--- config.mk ---
export PLATFORM = sky130hd
export DESIGN_NAME = cmd_decode
export DESIGN_NICKNAME = d
export VERILOG_FILES = /design/src/common/rocc_cmd_pkg.sv /design/src/common/rocc_mem_pkg.sv /design/src/dma/cmd_decode.sv
export VERILOG_INCLUDE_DIRS = /design/src /design/src/common
export SDC_FILE = /design/constraint.sdc
export NUM_CORES = 1
export LEC_CHECK = 0
export BUFFER_PORTS_ARGS = -buffer_cell sky130_fd_sc_hd__clkbuf_2
export CELL_PAD_IN_SITES_DETAIL_PLACEMENT = 1
export CELL_PAD_IN_SITES_GLOBAL_PLACEMENT = 1
export CORE_MARGIN = 3
export CORE_UTILIZATION = 31
export DETAILED_ROUTE_END_ITERATION = 8
export PLACE_DENSITY = 0.83
export SYNTH_ARGS = -nofsm -noshare
export SYNTH_HDL_FRONTEND = slang
export SYNTH_SLANG_ARGS = --single-unit
--- constraint.sdc ---
create_clock -name clock -period 6.3 [get_ports clock]
set_input_delay 0.945 -clock clock [delete_from_list [all_inputs] [get_ports clock]]
set_output_delay 0.945 -clock clock [all_outputs]
set_load 0.02 [all_outputs]
--- src/common/rocc_dma_params.svh ---
// rocc dma constants
`ifndef ROCC_DMA_PARAMS_SVH
`define ROCC_DMA_PARAMS_SVH

// custom-0 command decode
`define ROCC_OPCODE   7'h0b
`define FUNCT_SETTING 7'd0
`define FUNCT_READ    7'd1
`define FUNCT_WRITE   7'd3

// burst lengths in words
`define BURST_SHORT   11'd128
`define BURST_LONG    11'd1024

`define TAG_LAST      9'h03f
`define BUF_DEPTH     1024
`define WORD_STEP     32'd4

`endif

--- src/common/rocc_cmd_pkg.sv ---
// rocc command types
package rocc_cmd_pkg;

  typedef logic [6:0] funct_t;
  typedef logic [6:0] opcode_t;

  // architectural register index
  typedef logic [4:0] reg_idx_t;

  typedef logic [31:0] xword_t;

  // setting word carried in rs1 by funct 0
  typedef struct packed {
    logic [30:0] reserved;
    logic        long_burst;
  } setting_t;

  // rs1 is an address for transfers and a setting for funct 0
  typedef union packed {
    xword_t   addr;
    setting_t setting;
  } rs1_view_u;

  typedef enum logic {
    xfer_read  = 1'b0,
    xfer_write = 1'b1
  } xfer_kind_e;

endpackage

--- src/common/rocc_mem_pkg.sv ---
// rocc memory port types
package rocc_mem_pkg;

  typedef logic [31:0] mem_addr_t;
  typedef logic [31:0] mem_word_t;

  // matches the data cache tag width
  typedef logic [8:0] mem_tag_t;

  typedef enum logic [4:0] {
    mem_load  = 5'd0,
    mem_store = 5'd1
  } mem_cmd_e;

  typedef logic [1:0] mem_size_t;

  // local buffer index
  typedef logic [9:0] buf_addr_t;

  // word count, wide enough for 1024
  typedef logic [10:0] burst_len_t;

endpackage

--- src/dma/cmd_decode.sv ---
// custom command decode
`timescale 1ns/100ps
`include "rocc_dma_params.svh"

module cmd_decode (
  input  logic                      clock,
  input  logic                      reset,
  input  logic                      cmd_valid,
  input  rocc_cmd_pkg::funct_t      cmd_funct,
  input  rocc_cmd_pkg::opcode_t     cmd_opcode,
  input  rocc_cmd_pkg::xword_t      cmd_rs1,
  input  logic                      active,
  output logic                      start,
  output rocc_cmd_pkg::xfer_kind_e  kind,
  output rocc_mem_pkg::mem_addr_t   base_addr,
  output rocc_mem_pkg::burst_len_t  burst_len
);
  import rocc_cmd_pkg::*;

  rs1_view_u rs1_view;
  logic      idle;
  logic      ours;
  logic      take_setting;
  logic      take_xfer;
  logic      long_burst;

  assign rs1_view = cmd_rs1;

  // engine counts as busy during the start strobe too
  assign idle = !active && !start;
  assign ours = cmd_valid && (cmd_opcode == `ROCC_OPCODE) && idle;

  assign take_setting = ours && (cmd_funct == `FUNCT_SETTING);
  assign take_xfer = ours && (cmd_funct == `FUNCT_READ || cmd_funct == `FUNCT_WRITE);

  assign burst_len = long_burst ? `BURST_LONG : `BURST_SHORT;

  always_ff @(posedge clock or posedge reset)
  begin
    if (reset)
    begin
      start      <= 1'b0;
      kind       <= xfer_read;
      long_burst <= 1'b0;
    end
    else
    begin
      start <= take_xfer;
      if (take_setting)
        long_burst <= rs1_view.setting.long_burst;
      if (take_xfer)
        kind <= (cmd_funct == `FUNCT_WRITE) ? xfer_write : xfer_read;
    end
  end

  always_ff @(posedge clock)
  begin
    if (take_xfer)
      base_addr <= rs1_view.addr;
  end

endmodule

==> load_flow_metrics.sql <==
INSERT INTO impl_metrics (metric_group, metric, value, unit) VALUES
('status', 'outcome', 'complete, no violations', ''),
('setup_path', 'crit_path_start_kind', 'primary input', ''),
('place', 'detailedPlacementHpwl', '2360', 'um'),
('global_route', 'global_route_wire_length_before_repair', '3840', 'um'),
('clock_tree', 'num_cts_buffers', '5', ''),
('synthesis', 'mappedNetlistArea', '1220', 'sq um'),
('sta', 'maxSlewHeadroom', '0.392', ''),
('power', 'clock_power_share', '0.408', ''),
('clock_tree', 'cts.root.buffer_cell', 'sky130_fd_sc_hd__clkbuf_8', ''),
('clock_tree', 'post_cts_hold_buffer_count', '0', ''),
('sta', 'timing.final.ws_setup', '3790', 'ps'),
('power', 'p_switching', '0.0852', 'mW'),
('synthesis', 'synth_enable_flop_cells', '32', ''),
('floorplan', 'io-pin-count', '95', ''),
('sta', 'final_critical_period', '2510', 'ps'),
('synthesis', 'synth_largest_type_area_fraction', '0.788', ''),
('clock_tree', 'worstSkewPairLatency', '280', 'ps'),
('sta', 'timing.fmax', '399', 'MHz'),
('final_layout', 'fill_cell_count', '417', ''),
('final_layout', 'area_overhead_of_the_layout_relative_to_synthesis', '45.3', '%'),
('synthesis', 'syn_area_per_cell', '20.7', 'sq um'),
('floorplan', 'die_height', '68.7', 'um'),
('power', 'max-vdd-ir-drop', '0.0000980', 'V'),
('place', 'gp_congestion', '0.713', ''),
('power', 'seq_power_share', '0.544', ''),
('synthesis', 'synth_top_cells_by_count', 'sky130_fd_sc_hd__edfxtp_1 (32), sky130_fd_sc_hd__buf_4 (10), sky130_fd_sc_hd__dfrtp_1 (3), sky130_fd_sc_hd__inv_1 (3), sky130_fd_sc_hd__nor3b_1 (2)', ''),
('floorplan', 'core_area', '3720', 'sq um'),
('synthesis', 'synth-seq-cells', '35', ''),
('job', 'timing.max_cap.violations', '0', ''),
('final_layout', 'layout.cell_area.non_filler', '1770', 'sq um'),
('clock_tree', 'max-clock-path-buffers', '2', ''),
('final_layout', 'final_net_count', '199', ''),
('route', 'drt_drc_violations_left', '0', ''),
('route', 'detail_route.iter0.violations', '36', ''),
('sta', 'setup-tns-final', '0', 'ps'),
('global_route', 'grt_max_degree', '35', ''),
('synthesis', 'synth-warning-count', '0', ''),
('global_route', 'grt_overflow', '0', ''),
('setup_path', 'critical_path.n_buffers_inverters', '1', ''),
('floorplan', 'die_area', '4720', 'sq um'),
('sta', 'worst_pin_slew', '910', 'ps'),
('final_layout', 'antenna_cells_inserted', '0', ''),
('global_route', 'grt_antenna_before_repair', '0', ''),
('clock_tree', 'clk_pin_slew_worst_paths', '70', 'ps'),
('final_layout', 'post_route_cells_drive_above_1_share', '0.647', ''),
('setup_path', 'path_class', 'primary input to flop', ''),
('synthesis', 'yosysMostFrequentCell', 'sky130_fd_sc_hd__edfxtp_1', ''),
('setup_path', 'worst_path_max_delay_cell', 'sky130_fd_sc_hd__nor2_4', ''),
('place', 'number_of_port_buffers', '85', ''),
('setup_path', 'worst_setup_path_end_kind', 'flop', ''),
('synthesis', 'synth.lib_cells_used.distinct', '14', ''),
('power', 'powerDensity', '263', 'nW/um^2'),
('final_layout', 'multi_input_comb_area', '133', 'sq um'),
('synthesis', 'post_synth_main_area_contributors', 'sky130_fd_sc_hd__edfxtp_1 (79%), sky130_fd_sc_hd__buf_4 (6.2%), sky130_fd_sc_hd__dfrtp_1 (6.2%)', ''),
('clock_tree', 'tritoncts', 'yes', ''),
('route', 'vias', '796', ''),
('floorplan', 'die_w', '68.7', 'um'),
('power', 'p_int', '0.381', 'mW'),
('synthesis', 'synthFlopType', 'sky130_fd_sc_hd__edfxtp_1', ''),
('synthesis', 'netlist_instances', '59', ''),
('floorplan', 'initial_core_util', '0.328', ''),
('route', 'finalWirelength', '2820', 'um'),
('clock_tree', 'cts_resized', '0', ''),
('power', 'power.share.switching', '0.183', ''),
('synthesis', 'synth.yosys.seq_area_share', '0.849', ''),
('setup_path', 'cpLargestDelayFamily', 'simple AND/OR/NAND/NOR gates', ''),
('sta', 'finClkSkew', '4.88', 'ps'),
('clock_tree', 'clock_sink_count', '35', ''),
('power', 'p_comb_frac', '0.048', ''),
('route', 'routed_wire_length_per_instance', '14.2', 'um'),
('synthesis', 'synth_top_cell_by_area', 'sky130_fd_sc_hd__edfxtp_1', '');
-- path summary, 6_finish.rpt --
path                               from  depth (start not counted)  slack (ps)         end
setup reg to reg                  start                          4        4260        kind
max in group asynchronous         reset                          2        5670  long_burst
hold / removal                    reset                          2         500        kind
min in group clock                 kind                          1         500        kind
hold reg to reg                    kind                          1         500        kind
setup / recovery           cmd_funct[3]                          5        3790        kind
-- worst reg2reg max path, delay by kind of cell (launching register included) --
family,cells,cell delay [ps]
muxes,1,390
and+or+nand+nor,3,1160
DFF,1,380
-- logic make-up after synthesis --
family | count (synthesis) | share of synthesized area
mux | 2 | 0.0185
other cells | 1 | 0.00307
flops | 35 | 0.849
buf+inv | 13 | 0.0708
simple gates | 8 | 0.0585
-- through the flow --
step                       util  instances
after global routing      0.477        198
final                     0.477        198
after floorplan               -         67
after CTS                 0.477        198
after detailed placement  0.448        190
after global placement    0.448        190
-- flip-flops by register name, indices dropped and copies added, names as in the netlist --
signal and count:
start 1, base_addr 32, long_burst 1, kind 1
-- per-layer routing --
layer | vias up | wire, um | global-route usage | part of all wire
met5 | - | 0 | 0 | 0
met4 | 0 | 0 | 0.0511 | 0
met3 | 0 | 510 | 0.0729 | 0.18
met2 | 61 | 1340 | 0.198 | 0.48
met1 | 356 | 968 | 0.116 | 0.34
li1 | 379 | - | - | -
-- area by class of cell --
type	count	area share
Sequential cell	35	0.584
Timing Repair Buffer	85	0.240
Multi-Input combinational cell	19	0.0748
Clock buffer	5	0.0388
Tap cell	48	0.0339
Clock inverter	3	0.0219
Inverter	3	0.00635
-- power by group through the flow --
stage | combinational [mW] | clock, mW | sequential (mW)
final | 0.0225 | 0.190 | 0.253
after global routing | 0.0252 | 0.209 | 0.253
after CTS | 0.0229 | 0.198 | 0.253
after detailed placement | 0.0228 | 0 | 0.258
after global placement | 0.0217 | 0 | 0.258
after floorplan | 0.0107 | 0 | 0.258
-- cell usage in the layout, fill, tap and decap left out --
cell type	instances
sky130_fd_sc_hd__nand4_1	1
sky130_fd_sc_hd__clkinv_2	1
sky130_fd_sc_hd__nor4b_2	1
sky130_fd_sc_hd__edfxtp_1	32
sky130_fd_sc_hd__nor2_4	1
sky130_fd_sc_hd__nor3_2	1
sky130_fd_sc_hd__nor4_1	1
sky130_fd_sc_hd__mux2_2	1
sky130_fd_sc_hd__mux2_1	1
sky130_fd_sc_hd__conb_1	9
sky130_fd_sc_hd__clkinv_1	1
sky130_fd_sc_hd__and4bb_2	1
sky130_fd_sc_hd__clkbuf_8	5
sky130_fd_sc_hd__nor3b_1	2
sky130_fd_sc_hd__inv_1	3
sky130_fd_sc_hd__bufinv_16	1
sky130_fd_sc_hd__clkbuf_2	85
sky130_fd_sc_hd__dfrtp_1	3
Note: power is estimated with default switching activity, not from simulation.
