===== config.mk =====
export PLATFORM = sky130hd
export DESIGN_NAME = resp_gen
export DESIGN_NICKNAME = d
export VERILOG_FILES = /design/src/common/rocc_cmd_pkg.sv /design/src/hw/resp_gen.sv
export VERILOG_INCLUDE_DIRS = /design/src /design/src/common
export SDC_FILE = /design/constraint.sdc
export NUM_CORES = 1
export LEC_CHECK = 0
export ABC_AREA = 1
export BUFFER_PORTS_ARGS = -buffer_cell sky130_fd_sc_hd__buf_2
export CAP_MARGIN = 20
export CORE_MARGIN = 5
export CORE_UTILIZATION = 28
export CTS_CLUSTER_DIAMETER = 100
export CTS_CLUSTER_SIZE = 25
export DETAILED_ROUTE_END_ITERATION = 8
export GPL_TIMING_DRIVEN = 0
export SLEW_MARGIN = 20
export SYNTH_ARGS = -nofsm -noshare
export SYNTH_HDL_FRONTEND = slang
export SYNTH_SLANG_ARGS = --single-unit

===== constraint.sdc =====
create_clock -name clock -period 0.8 [get_ports clock]
set_input_delay 0.04 -clock clock [delete_from_list [all_inputs] [get_ports clock]]
set_output_delay 0.04 -clock clock [all_outputs]
set_load 0.01 [all_outputs]

===== src/common/rocc_dma_params.svh =====
// rocc dma constants
`ifndef ROCC_DMA_PARAMS_SVH
`define ROCC_DMA_PARAMS_SVH

// custom-0 command decode
`define ROCC_OPCODE   7'h0b
`define FUNCT_SETTING 7'd0
`define FUNCT_READ    7'd1
`define FUNCT_WRITE   7'd3

// burst lengths in words
`define BURST_SHORT   11'd128
`define BURST_LONG    11'd1024

`define TAG_LAST      9'h03f
`define BUF_DEPTH     1024
`define WORD_STEP     32'd4

`endif


===== src/common/rocc_cmd_pkg.sv =====
// rocc command types
package rocc_cmd_pkg;

  typedef logic [6:0] funct_t;
  typedef logic [6:0] opcode_t;

  // architectural register index
  typedef logic [4:0] reg_idx_t;

  typedef logic [31:0] xword_t;

  // setting word carried in rs1 by funct 0
  typedef struct packed {
    logic [30:0] reserved;
    logic        long_burst;
  } setting_t;

  // rs1 is an address for transfers and a setting for funct 0
  typedef union packed {
    xword_t   addr;
    setting_t setting;
  } rs1_view_u;

  typedef enum logic {
    xfer_read  = 1'b0,
    xfer_write = 1'b1
  } xfer_kind_e;

endpackage


===== src/hw/resp_gen.sv =====
// command response and interrupt
`timescale 1ns/100ps
`include "rocc_dma_params.svh"

module resp_gen (
  input  logic                    clock,
  input  logic                    reset,
  input  logic                    cmd_valid,
  input  logic                    cmd_xd,
  input  rocc_cmd_pkg::reg_idx_t  cmd_rd,
  input  rocc_cmd_pkg::funct_t    cmd_funct,
  input  logic                    active,
  input  logic                    done,
  output logic                    resp_valid,
  output rocc_cmd_pkg::reg_idx_t  resp_rd,
  output rocc_cmd_pkg::xword_t    resp_data,
  input  logic                    resp_ready,
  output logic                    interrupt
);
  import rocc_cmd_pkg::*;

  funct_t funct_q;
  logic   active_q;

  always_ff @(posedge clock or posedge reset)
  begin
    if (reset)
    begin
      resp_valid <= 1'b0;
      interrupt  <= 1'b0;
    end
    else
    begin
      // one cycle pulse per finished transfer
      interrupt <= done;
      if (cmd_valid && cmd_xd)
        resp_valid <= 1'b1;
      else if (resp_ready)
        resp_valid <= 1'b0;
    end
  end

  // a later command with xd replaces the pending one
  always_ff @(posedge clock)
  begin
    if (cmd_valid && cmd_xd)
    begin
      resp_rd  <= cmd_rd;
      funct_q  <= cmd_funct;
      active_q <= active;
    end
  end

  always_comb
  begin
    case (funct_q)
      `FUNCT_SETTING: resp_data = {27'd0, resp_rd};
      `FUNCT_READ,
      `FUNCT_WRITE:   resp_data = {31'd0, active_q};
      default:        resp_data = '0;
    endcase
  end

endmodule


==> impl_metrics.json, run 1 <==
{
  "outcome": "finished with violations",
  "failed_checks": "negative setup slack",
  "min_period_ns": 1.297,
  "drc": 0,
  "mostFrequentLayoutCells": "buf_2, buf_4, conb_1",
  "critical_path_class": "reg2out",
  "place_congestion": 0.6734,
  "required_ns": 0.76,
  "postSynthCellCount": 63,
  "num_vias": 601,
  "ff2ff_path_depth": 3,
  "p_leak_uw": 0.0006613,
  "die_w_um": 62.72,
  "setup_violations": 12,
  "synthMuxAreaShare": 0,
  "critPathArrivalTime_ns": 1.26,
  "hold_path.class": "in2async",
  "nets": 161,
  "numCtsBuffers": 3,
  "root_buffer": "clkbuf_4",
  "grt_max_degree": 14,
  "clock_sinks": 15,
  "syn-cell-area_um2": 778.2,
  "synth_top_family_by_area": "buffers and inverters",
  "detail-route-antenna-nets": 0,
  "finalPower_uw": 1712,
  "first_pass_iters": 2,
  "rr_endpoint": "resp_valid",
  "core_area_um2": 2710,
  "cp_slowest_stage_delay_ns": 0.41,
  "synth_compound_area_frac": 0.01286,
  "yosys.area_share.simple": 0.1318,
  "synthToLayoutAreaGrowth_pct": 64.79,
  "power_density_nw_per_um2": 1335,
  "fin_crit_sh": 1.621,
  "synthAdderAreaFrac": 0,
  "drv_cap": 0,
  "cts_tree": "yes",
  "yosys_warnings": 0,
  "syn_avg_cell_area_um2": 12.35,
  "finalWorstSetupSlack_ns": -0.4966,
  "io_buffers": 30,
  "initial_core_util": 0.2872,
  "cp_slowest_cell": "edfxtp_1",
  "start_kind": "register",
  "wl_per_cell_um": 8.442,
  "grt_antenna_before_repair": 0,
  "rsz0062_at_grt": "yes",
  "synth_xor_area_frac": 0,
  "yosysSeqAreaShare": 0.5659,
  "ios": 58,
  "path_clk_slew_ns": 0.08,
  "die_height_um": 62.72,
  "htreeDepth": 1,
  "path_max_fanout": 4,
  "fmax_mhz": 771.3,
  "num_rows": 19,
  "drt_iter0_markers": 11,
  "clk_path_buf_depth": 2,
  "grt_pass1_vias": 584,
  "end_kind": "output pin",
  "dp_worst_setup_slack_ns": -0.2095,
  "antenna_cells": 0,
  "gr-total-overflow": 0,
  "grt_first_pass_wirelength_um": 2318,
  "peakVddDrop_mv": 0.9096,
  "grt.total_usage": 0.07258,
  "ys_types": 13,
  "die-area_um2": 3934,
  "final_common_cell": "buf_2",
  "ys_ff_latch": 15,
  "slew_violations": 0,
  "reg2reg_slack_ns": 0.07,
  "clkLatencyLatePin_ns": 0.27,
  "final-hold-violation-count": 0,
  "worstReg2RegStart": "resp_valid",
  "drt-total-wl_um": 1452,
  "drive_gt1_frac": 0.5035,
  "path_cells": "nor2_4, nand2_4, nor3b_2, buf_2",
  "viasPerCell": 3.494,
  "finalClockSkew_ns": 0,
  "dp_hpwl_um": 1194
}
-- report_power, final --
part / internal, µW / switching (µW) / total (µW) / leakage, µW
Clock: 193 / 218 / 411 / 0.0000150
Sequential: 909 / 24.6 / 934 / 0.000146
Combinational: 210 / 158 / 367 / 0.000501
-- how the worst max path moves through the flow --
| stage | endpoint | depth (start not counted) | from | slack, ns |
|---|---|---|---|---|
| after floorplan | resp_data[1] | 3 | funct_q[3] | -0.09 |
| after global placement | resp_data[1] | 4 | funct_q[3] | -0.20 |
| after detailed placement | resp_data[1] | 4 | funct_q[3] | -0.21 |
| after CTS | resp_data[1] | 4 | funct_q[2] | -0.51 |
| after global routing | resp_data[1] | 4 | funct_q[2] | -0.58 |
| final | resp_data[3] | 4 | funct_q[2] | -0.50 |
-- kinds of logic (layout without fill, tap and decap cells) --
logic type | Yosys count | count (layout)
buf+inv | 32 | 84
compound gates | 2 | 2
flops | 15 | 15
other cells | 1 | 27
simple gates | 13 | 13
-- stage by stage --
stage | util | setup TNS [ns] | cells | area (µm²) | hold WS, ns
2_1_floorplan | - | -0.3690 | 89 | 879.6 | -0.2188
3_3_place_gp | 0.3943 | -1.865 | 150 | 1069 | -0.1133
3_5_place_dp | 0.3943 | -2.612 | 150 | 1069 | -0.1071
4_1_cts | 0.4686 | -2.972 | 171 | 1270 | 0.1259
5_1_grt | 0.4732 | -3.413 | 172 | 1282 | 0.1452
6_report | 0.4732 | -2.676 | 172 | 1282 | 0.1562
-- metal layers --
metal / track usage / wire length (µm) / vias up / share of wire
li1: - / - / 304 / -
met1: 0.07031 / 502 / 252 / 0.35
met2: 0.1192 / 691 / 45 / 0.48
met3: 0.04317 / 258 / 0 / 0.18
met4: 0.03979 / 0 / 0 / 0
met5: 0 / 0 / - / 0
-- flip-flops by register name (all words and copies together) (netlist names) --
register,count
resp_valid,1
active_q,1
funct_q,7
interrupt,1
resp_rd,5
-- what timing repair did --
action,in CTS,in global routing
hold endpoints to repair,17,0
setup buffers,0,1
setup endpoints to repair,12,12
hold buffers,17,0
gates resized for setup,1,1
pin swaps,1,1
cloned,0,0
-- final cells by class --
| cell class | instances | area (µm²) |
|---|---|---|
| plain buffers | 27 | 202.7 |
| clock buffers | 4 | 26.28 |
| fillers | 269 | 1428 |
| inverters | 5 | 18.77 |
| multi-input cells | 42 | 227.7 |
| flip-flops and latches | 15 | 440.4 |
| well taps | 31 | 38.79 |
| repair buffers | 48 | 327.8 |
-- cell usage after synthesis --
library cell	instances	area, µm²
buf_4	27	202.7
edfxtp_1	13	390.4
inv_1	5	18.77
nor3b_2	4	50.05
nand2_1	3	11.26
dfrtp_1	2	50.05
nand2_2	2	12.51
nor2_2	2	12.51
a21oi_1	1	5.000
conb_1	1	3.750
nand3_1	1	5.000
nor2_4	1	11.26
o21ai_0	1	5.000
-- worst max-delay path, delay by kind of cell, from the launching register on --
| kind | cells | cell delay (ns) |
|---|---|---|
| AND/OR/NAND/NOR | 3 | 0.42 |
| flip-flops | 1 | 0.41 |
| buffers and inverters | 1 | 0.15 |
Note: power is estimated with default switching activity, not from simulation.
==> run 2, diff against run 1 <==
--- a/config.mk
+++ b/config.mk
@@ -6,7 +6,6 @@
 export SDC_FILE = /design/constraint.sdc
 export NUM_CORES = 1
 export LEC_CHECK = 0
-export ABC_AREA = 1
 export BUFFER_PORTS_ARGS = -buffer_cell sky130_fd_sc_hd__buf_2
 export CAP_MARGIN = 20
 export CORE_MARGIN = 5
==> run 2 against run 1 <==
  * The flow still finishes with violations (negative setup slack)
  * Clock-buffer cell count stayed put
  * Clock power is 2% lower
  * Routed wire length is 0.76% higher
  * Fmax is 22% lower
  * Largest cell class unchanged
  * Critical path depth is 1 lower
==> impl_metrics.json, run 2 <==
{
  "final-hold-violation-count": 0,
  "power_density_nw_per_um2": 1345,
  "ff2ff_path_depth": 1,
  "grt_antenna_before_repair": 0,
  "die_w_um": 61.87,
  "num_rows": 18,
  "ys_ff_latch": 15,
  "critical_path_class": "reg2out",
  "path_clk_slew_ns": 0.08,
  "ys_types": 13,
  "num_vias": 558,
  "failed_checks": "negative setup slack",
  "fin_hold_ws_ns": 0.03887,
  "ios": 58,
  "fin_setup_tns_ns": -4.498,
  "yosys_warnings": 0,
  "reg2reg_slack_ns": 0.15,
  "critPathArrivalTime_ns": 1.62,
  "largestRegisters": "funct_q x7, resp_rd x5",
  "drt-total-wl_um": 1463,
  "die-area_um2": 3827,
  "grt_first_pass_wirelength_um": 2014,
  "first_pass_iters": 2,
  "initial_core_util": 0.2986,
  "setup_violations": 12,
  "core_area_um2": 2522,
  "mostFrequentLayoutCells": "buf_4, conb_1, buf_2",
  "viasPerCell": 3.466,
  "place_congestion": 0.6470,
  "slew_violations": 0,
  "yosys-top-cells-count": "buf_4, edfxtp_1, and4bb_2",
  "grt.total_usage": 0.07281,
  "top_register": "funct_q",
  "largest_register_ffs": 7,
  "synth_edf_count": 13,
  "gr-total-overflow": 0,
  "synthToLayoutAreaGrowth_pct": 64.62,
  "io_buffers": 30,
  "worstReg2RegStart": "resp_valid",
  "synthArstFlopShare": 0.1333,
  "die_height_um": 61.87,
  "cp_slowest_cell": "or4_4",
  "synth_area_leaders": "edfxtp_1, buf_4, and4bb_2",
  "synth_most_common_cell": "buf_4",
  "synth_top_area_frac": 0.5183,
  "min_period_ns": 1.662,
  "dp_hpwl_um": 1202,
  "cp-startpoint": "funct_q[2]",
  "setup.worst_path.end": "resp_data[2]",
  "finalPower_uw": 1668,
  "peakVddDrop_mv": 1.023,
  "finalClockSkew_ns": 0,
  "clkLatencyLatePin_ns": 0.27,
  "finalWorstSetupSlack_ns": -0.8623,
  "required_ns": 0.76,
  "fmax_mhz": 601.6,
  "finalCoreUtilization": 0.4916,
  "tightest_slew_ns": 0.5662,
  "detail-route-antenna-nets": 0,
  "drv_cap": 0,
  "wl_per_cell_um": 9.087,
  "p_leak_uw": 0.0006338,
  "cp_slowest_stage_delay_ns": 0.56,
  "numCtsBuffers": 3,
  "cts_tree": "yes",
  "path_cells": "or4_4, and4bb_2, buf_6",
  "path_max_fanout": 5,
  "synth_flop_cell": "edfxtp_1",
  "syn-cell-area_um2": 753.2,
  "start_kind": "register",
  "yosysTopAreaCell": "edfxtp_1",
  "yosysSeqAreaShare": 0.5847,
  "htreeDepth": 1,
  "relSlewSlack": 0.6225,
  "root_buffer": "clkbuf_4",
  "rr_endpoint": "resp_valid",
  "outcome": "finished with violations",
  "grt_pass1_vias": 494,
  "antenna_cells": 0,
  "postSynthCellCount": 56,
  "fin_crit_sh": 2.078,
  "drt_iter0_markers": 7,
  "drc": 0,
  "syn_avg_cell_area_um2": 13.45,
  "drive_gt1_frac": 0.5038,
  "rsz0062_at_grt": "yes",
  "grt_max_degree": 15,
  "nets": 151,
  "clock_sinks": 15,
  "clk_path_buf_depth": 2,
  "hold_path.class": "in2reg",
  "end_kind": "output pin"
}
-- run 2: changes by cell type in the layout (fill, tap and decap cells not counted), sizes merged, moves of 2 or more --
cell / previous run / this run
dlygate4sd3: 17 / 15
nand2: 5 / 1
and4bb: 0 / 4
inv: 5 / 2
nor2: 3 / 1
nor3b: 4 / 0
-- run 2: kinds of logic (layout without fill, tap and decap cells) --
| family | after synthesis | count (layout) | share of synthesized area |
|---|---|---|---|
| buffers and inverters | 29 | 78 | 0.2791 |
| DFF | 15 | 15 | 0.5847 |
| and+or+nand+nor | 9 | 9 | 0.1113 |
| AOI/OAI and AO/OA | 2 | 2 | 0.01994 |
| other | 1 | 27 | 0.004979 |
-- run 2: critical path, delay by kind of cell, from the launching register on --
kind,cells,cell delay (ns)
AND/OR/NAND/NOR,2,0.88
flip-flops,1,0.37
buffers and inverters,1,0.10
-- run 2: metal layers --
layer | vias to the layer above | share of wire | wire [µm] | GRT usage
met5 | - | 0 | 0 | 0
met4 | 0 | 0 | 0 | 0.02727
met3 | 0 | 0.22 | 317 | 0.02273
met2 | 46 | 0.49 | 713 | 0.1435
met1 | 222 | 0.30 | 433 | 0.06905
li1 | 290 | - | - | -
-- run 2: worst min-delay path by stage --
stage	startpoint	to	slack (ns)	cells past startpoint
final	resp_ready	resp_valid	0.04	3
after global routing	resp_ready	resp_valid	0.05	3
after CTS	resp_ready	resp_valid	0.03	3
after detailed placement	reset	interrupt	-0.10	2
after global placement	reset	resp_valid	-0.11	2
after floorplan	reset	interrupt	-0.22	1
-- run 2: final cells by class --
class | instances | area [µm²]
Inverter | 2 | 7.507
Clock buffer | 4 | 26.28
Sequential cell | 15 | 440.4
Multi-Input combinational cell | 38 | 200.2
Fill cell | 233 | 1282
Timing Repair Buffer | 45 | 325.3
Buffer | 27 | 202.7
Tap cell | 30 | 37.54
-- run 2: stage by stage --
stage	std cells	setup WS [ns]	area, µm²
2_1_floorplan	82	-0.4491	850.8
3_3_place_gp	142	-0.5630	1039
3_5_place_dp	142	-0.6067	1039
4_1_cts	161	-0.8940	1240
5_1_grt	161	-0.9239	1240
6_report	161	-0.8623	1240
-- run 2: what timing repair did --
action,4_1_cts,5_1_grt
setup endpoints to repair,12,12
buffers inserted,0,0
hold buffers,15,0
hold endpoints to repair,16,0
pin swaps,1,0
resized for setup,4,0
-- run 2: where the power goes --
part	switching (µW)	internal, µW
clock	210	193
sequential	21.6	909
combinational	140	195
==> run 3, diff against run 2 <==
--- a/config.mk
+++ b/config.mk
@@ -14,6 +14,7 @@
 export CTS_CLUSTER_SIZE = 25
 export DETAILED_ROUTE_END_ITERATION = 8
 export GPL_TIMING_DRIVEN = 0
+export SETUP_SLACK_MARGIN = 0.4
 export SLEW_MARGIN = 20
 export SYNTH_ARGS = -nofsm -noshare
 export SYNTH_HDL_FRONTEND = slang
==> run 3 against run 2 <==
  * The flow finishes with violations (negative hold slack, negative setup slack)
  * Clock power increased by 2%
  * Non-clock buffer count decreased by 13
  * Cell area decreased by 9.1%
  * Sequential cell count unchanged
  * Sequential share of layout area increased by 3.5 points
  * Critical path type unchanged
  * Largest cell class is now flip-flops and latches
  * Highest routed layer unchanged
==> impl_metrics.json, run 3 (same netlist as run 2, synthesis figures left out) <==
{
  "drv_cap": 0,
  "place_congestion": 0.6256,
  "clk_path_buf_depth": 2,
  "drive_gt1_frac": 0.5847,
  "dpl_cell_area_um2": 1041,
  "switching_share": 0.2332,
  "end_kind": "output pin",
  "viasPerCell": 3.459,
  "die-area_um2": 3827,
  "clkLatencyLatePin_ns": 0.27,
  "detail-route-antenna-nets": 0,
  "largest_register_ffs": 7,
  "critPathArrivalTime_ns": 1.64,
  "switching_power_uw": 384.1,
  "cts_tree": "yes",
  "min_from": "done",
  "grt_antenna_before_repair": 0,
  "grt_pass1_vias": 449,
  "cp_top_family": "simple AND/OR/NAND/NOR gates",
  "ios": 58,
  "drt_iter0_markers": 2,
  "clkPwrFrac": 0.249,
  "cp_slowest_cell": "or4_4",
  "setup_violations": 12,
  "antenna_cells": 0,
  "die_height_um": 61.87,
  "worstReg2RegStart": "resp_valid",
  "fin_crit_sh": 2.096,
  "critical_path_class": "reg2out",
  "power_frac_seq": 0.566,
  "path_clk_slew_ns": 0.08,
  "finalClockSkew_ns": 0,
  "largestRegisters": "funct_q x7, resp_rd x5",
  "cp-startpoint": "funct_q[3]",
  "mostFrequentLayoutCells": "buf_4, conb_1, buf_2",
  "grt_first_pass_wirelength_um": 1849,
  "required_ns": 0.76,
  "die_w_um": 61.87,
  "cts_hold_buf": 1,
  "final-hold-violation-count": 14,
  "p_leak_uw": 0.0005899,
  "num_rows": 18,
  "clock_sinks": 15,
  "power_density_nw_per_um2": 1461,
  "num_vias": 512,
  "min_period_ns": 1.676,
  "htreeDepth": 1,
  "crit_buf_inv": 1,
  "internal_power_uw": 1263,
  "finalNonFillerCells": 148,
  "start_kind": "register",
  "path_cells": "or4_4, and4bb_2, buf_6",
  "synthToLayoutAreaGrowth_pct": 49.67,
  "failed_checks": "negative hold slack, negative setup slack",
  "finalWorstSetupSlack_ns": -0.8764,
  "drc": 0,
  "root_buffer": "clkbuf_4",
  "hold_path.class": "in2reg",
  "fmax_mhz": 596.5,
  "numCtsBuffers": 3,
  "cp_slowest_stage_delay_ns": 0.56,
  "drt-total-wl_um": 1404,
  "io_buffers": 30,
  "fin_hold_ws_ns": -0.1324,
  "peakVddDrop_mv": 1.101,
  "fin_area_um2": 1127,
  "grt.total_usage": 0.06807,
  "pwr-share-comb": 0.184,
  "top_register": "funct_q",
  "outcome": "finished with violations",
  "gr-total-overflow": 0,
  "slew_violations": 0,
  "nets": 138,
  "core_area_um2": 2522,
  "path_max_fanout": 5,
  "grt_max_degree": 15,
  "rsz0062_at_grt": "yes",
  "wl_per_cell_um": 9.486,
  "dp_cells": 142,
  "first_pass_iters": 2,
  "initial_core_util": 0.2986
}
run 3: path summary, 6_finish.rpt:
check                                to  depth (start not counted)  slack [ns]
setup / recovery           resp_data[1]                          3       -0.88
hold / removal                interrupt                          1       -0.13
setup reg to reg             resp_valid                          2        0.02
hold reg to reg              resp_valid                          2        0.63
max in group asynchronous    resp_valid                          3        0.55
min in group asynchronous     interrupt                          3        0.15
run 3: worst register-to-register path: cells and delay by family, from the launching register on:
family	cells	cell delay (ns)
compound gates	1	0.15
buf+inv	1	0.12
flops	1	0.41
run 3: layer usage:
layer | global-route usage | up-vias | share of wire
li1 | - | 264 | -
met2 | 0.1286 | 44 | 0.49
met1 | 0.06386 | 204 | 0.29
met4 | 0.02727 | 0 | 0
met3 | 0.02893 | 0 | 0.22
met5 | 0 | - | 0
run 3: layout make-up:
type,instances,area (µm²)
timing repair buffer,32,209.0
multi-input combinational,38,202.7
tap,30,37.54
clock buffer,3,22.52
clock inverter,1,5.005
inverter,2,7.507
buffer,27,202.7
fill,250,1395
sequential,15,440.4
run 3: what timing repair did:
action / CTS / global route
endpoints found under the setup margin: 13 / 13
buffers inserted: 0 / 1
hold endpoints to repair: 16 / 14
resized for setup: 4 / 3
pin swaps: 3 / 1
run 3: power by group through the flow:
stage	Combinational, µW	Clock [µW]	Sequential, µW
global route	332	471	940
finish	304	410	933
floorplan	188	0	956
detailed placement	276	0	950
CTS	281	431	932
global placement	273	0	945
run 3: per-stage QoR:
| step | power, µW | hold slack [ns] | utilization | setup WS [ns] | setup TNS, ns |
|---|---|---|---|---|---|
| after floorplan | 1144 | -0.2188 | - | -0.4491 | -2.243 |
| after global placement | 1218 | -0.1141 | 0.4127 | -0.5658 | -2.722 |
| after detailed placement | 1226 | -0.1035 | 0.4127 | -0.6123 | -2.934 |
| after CTS | 1644 | -0.1428 | 0.4375 | -0.9067 | -4.822 |
| after global routing | 1743 | -0.1486 | 0.4469 | -0.9553 | -5.308 |
| final | 1647 | -0.1324 | 0.4469 | -0.8764 | -4.575 |
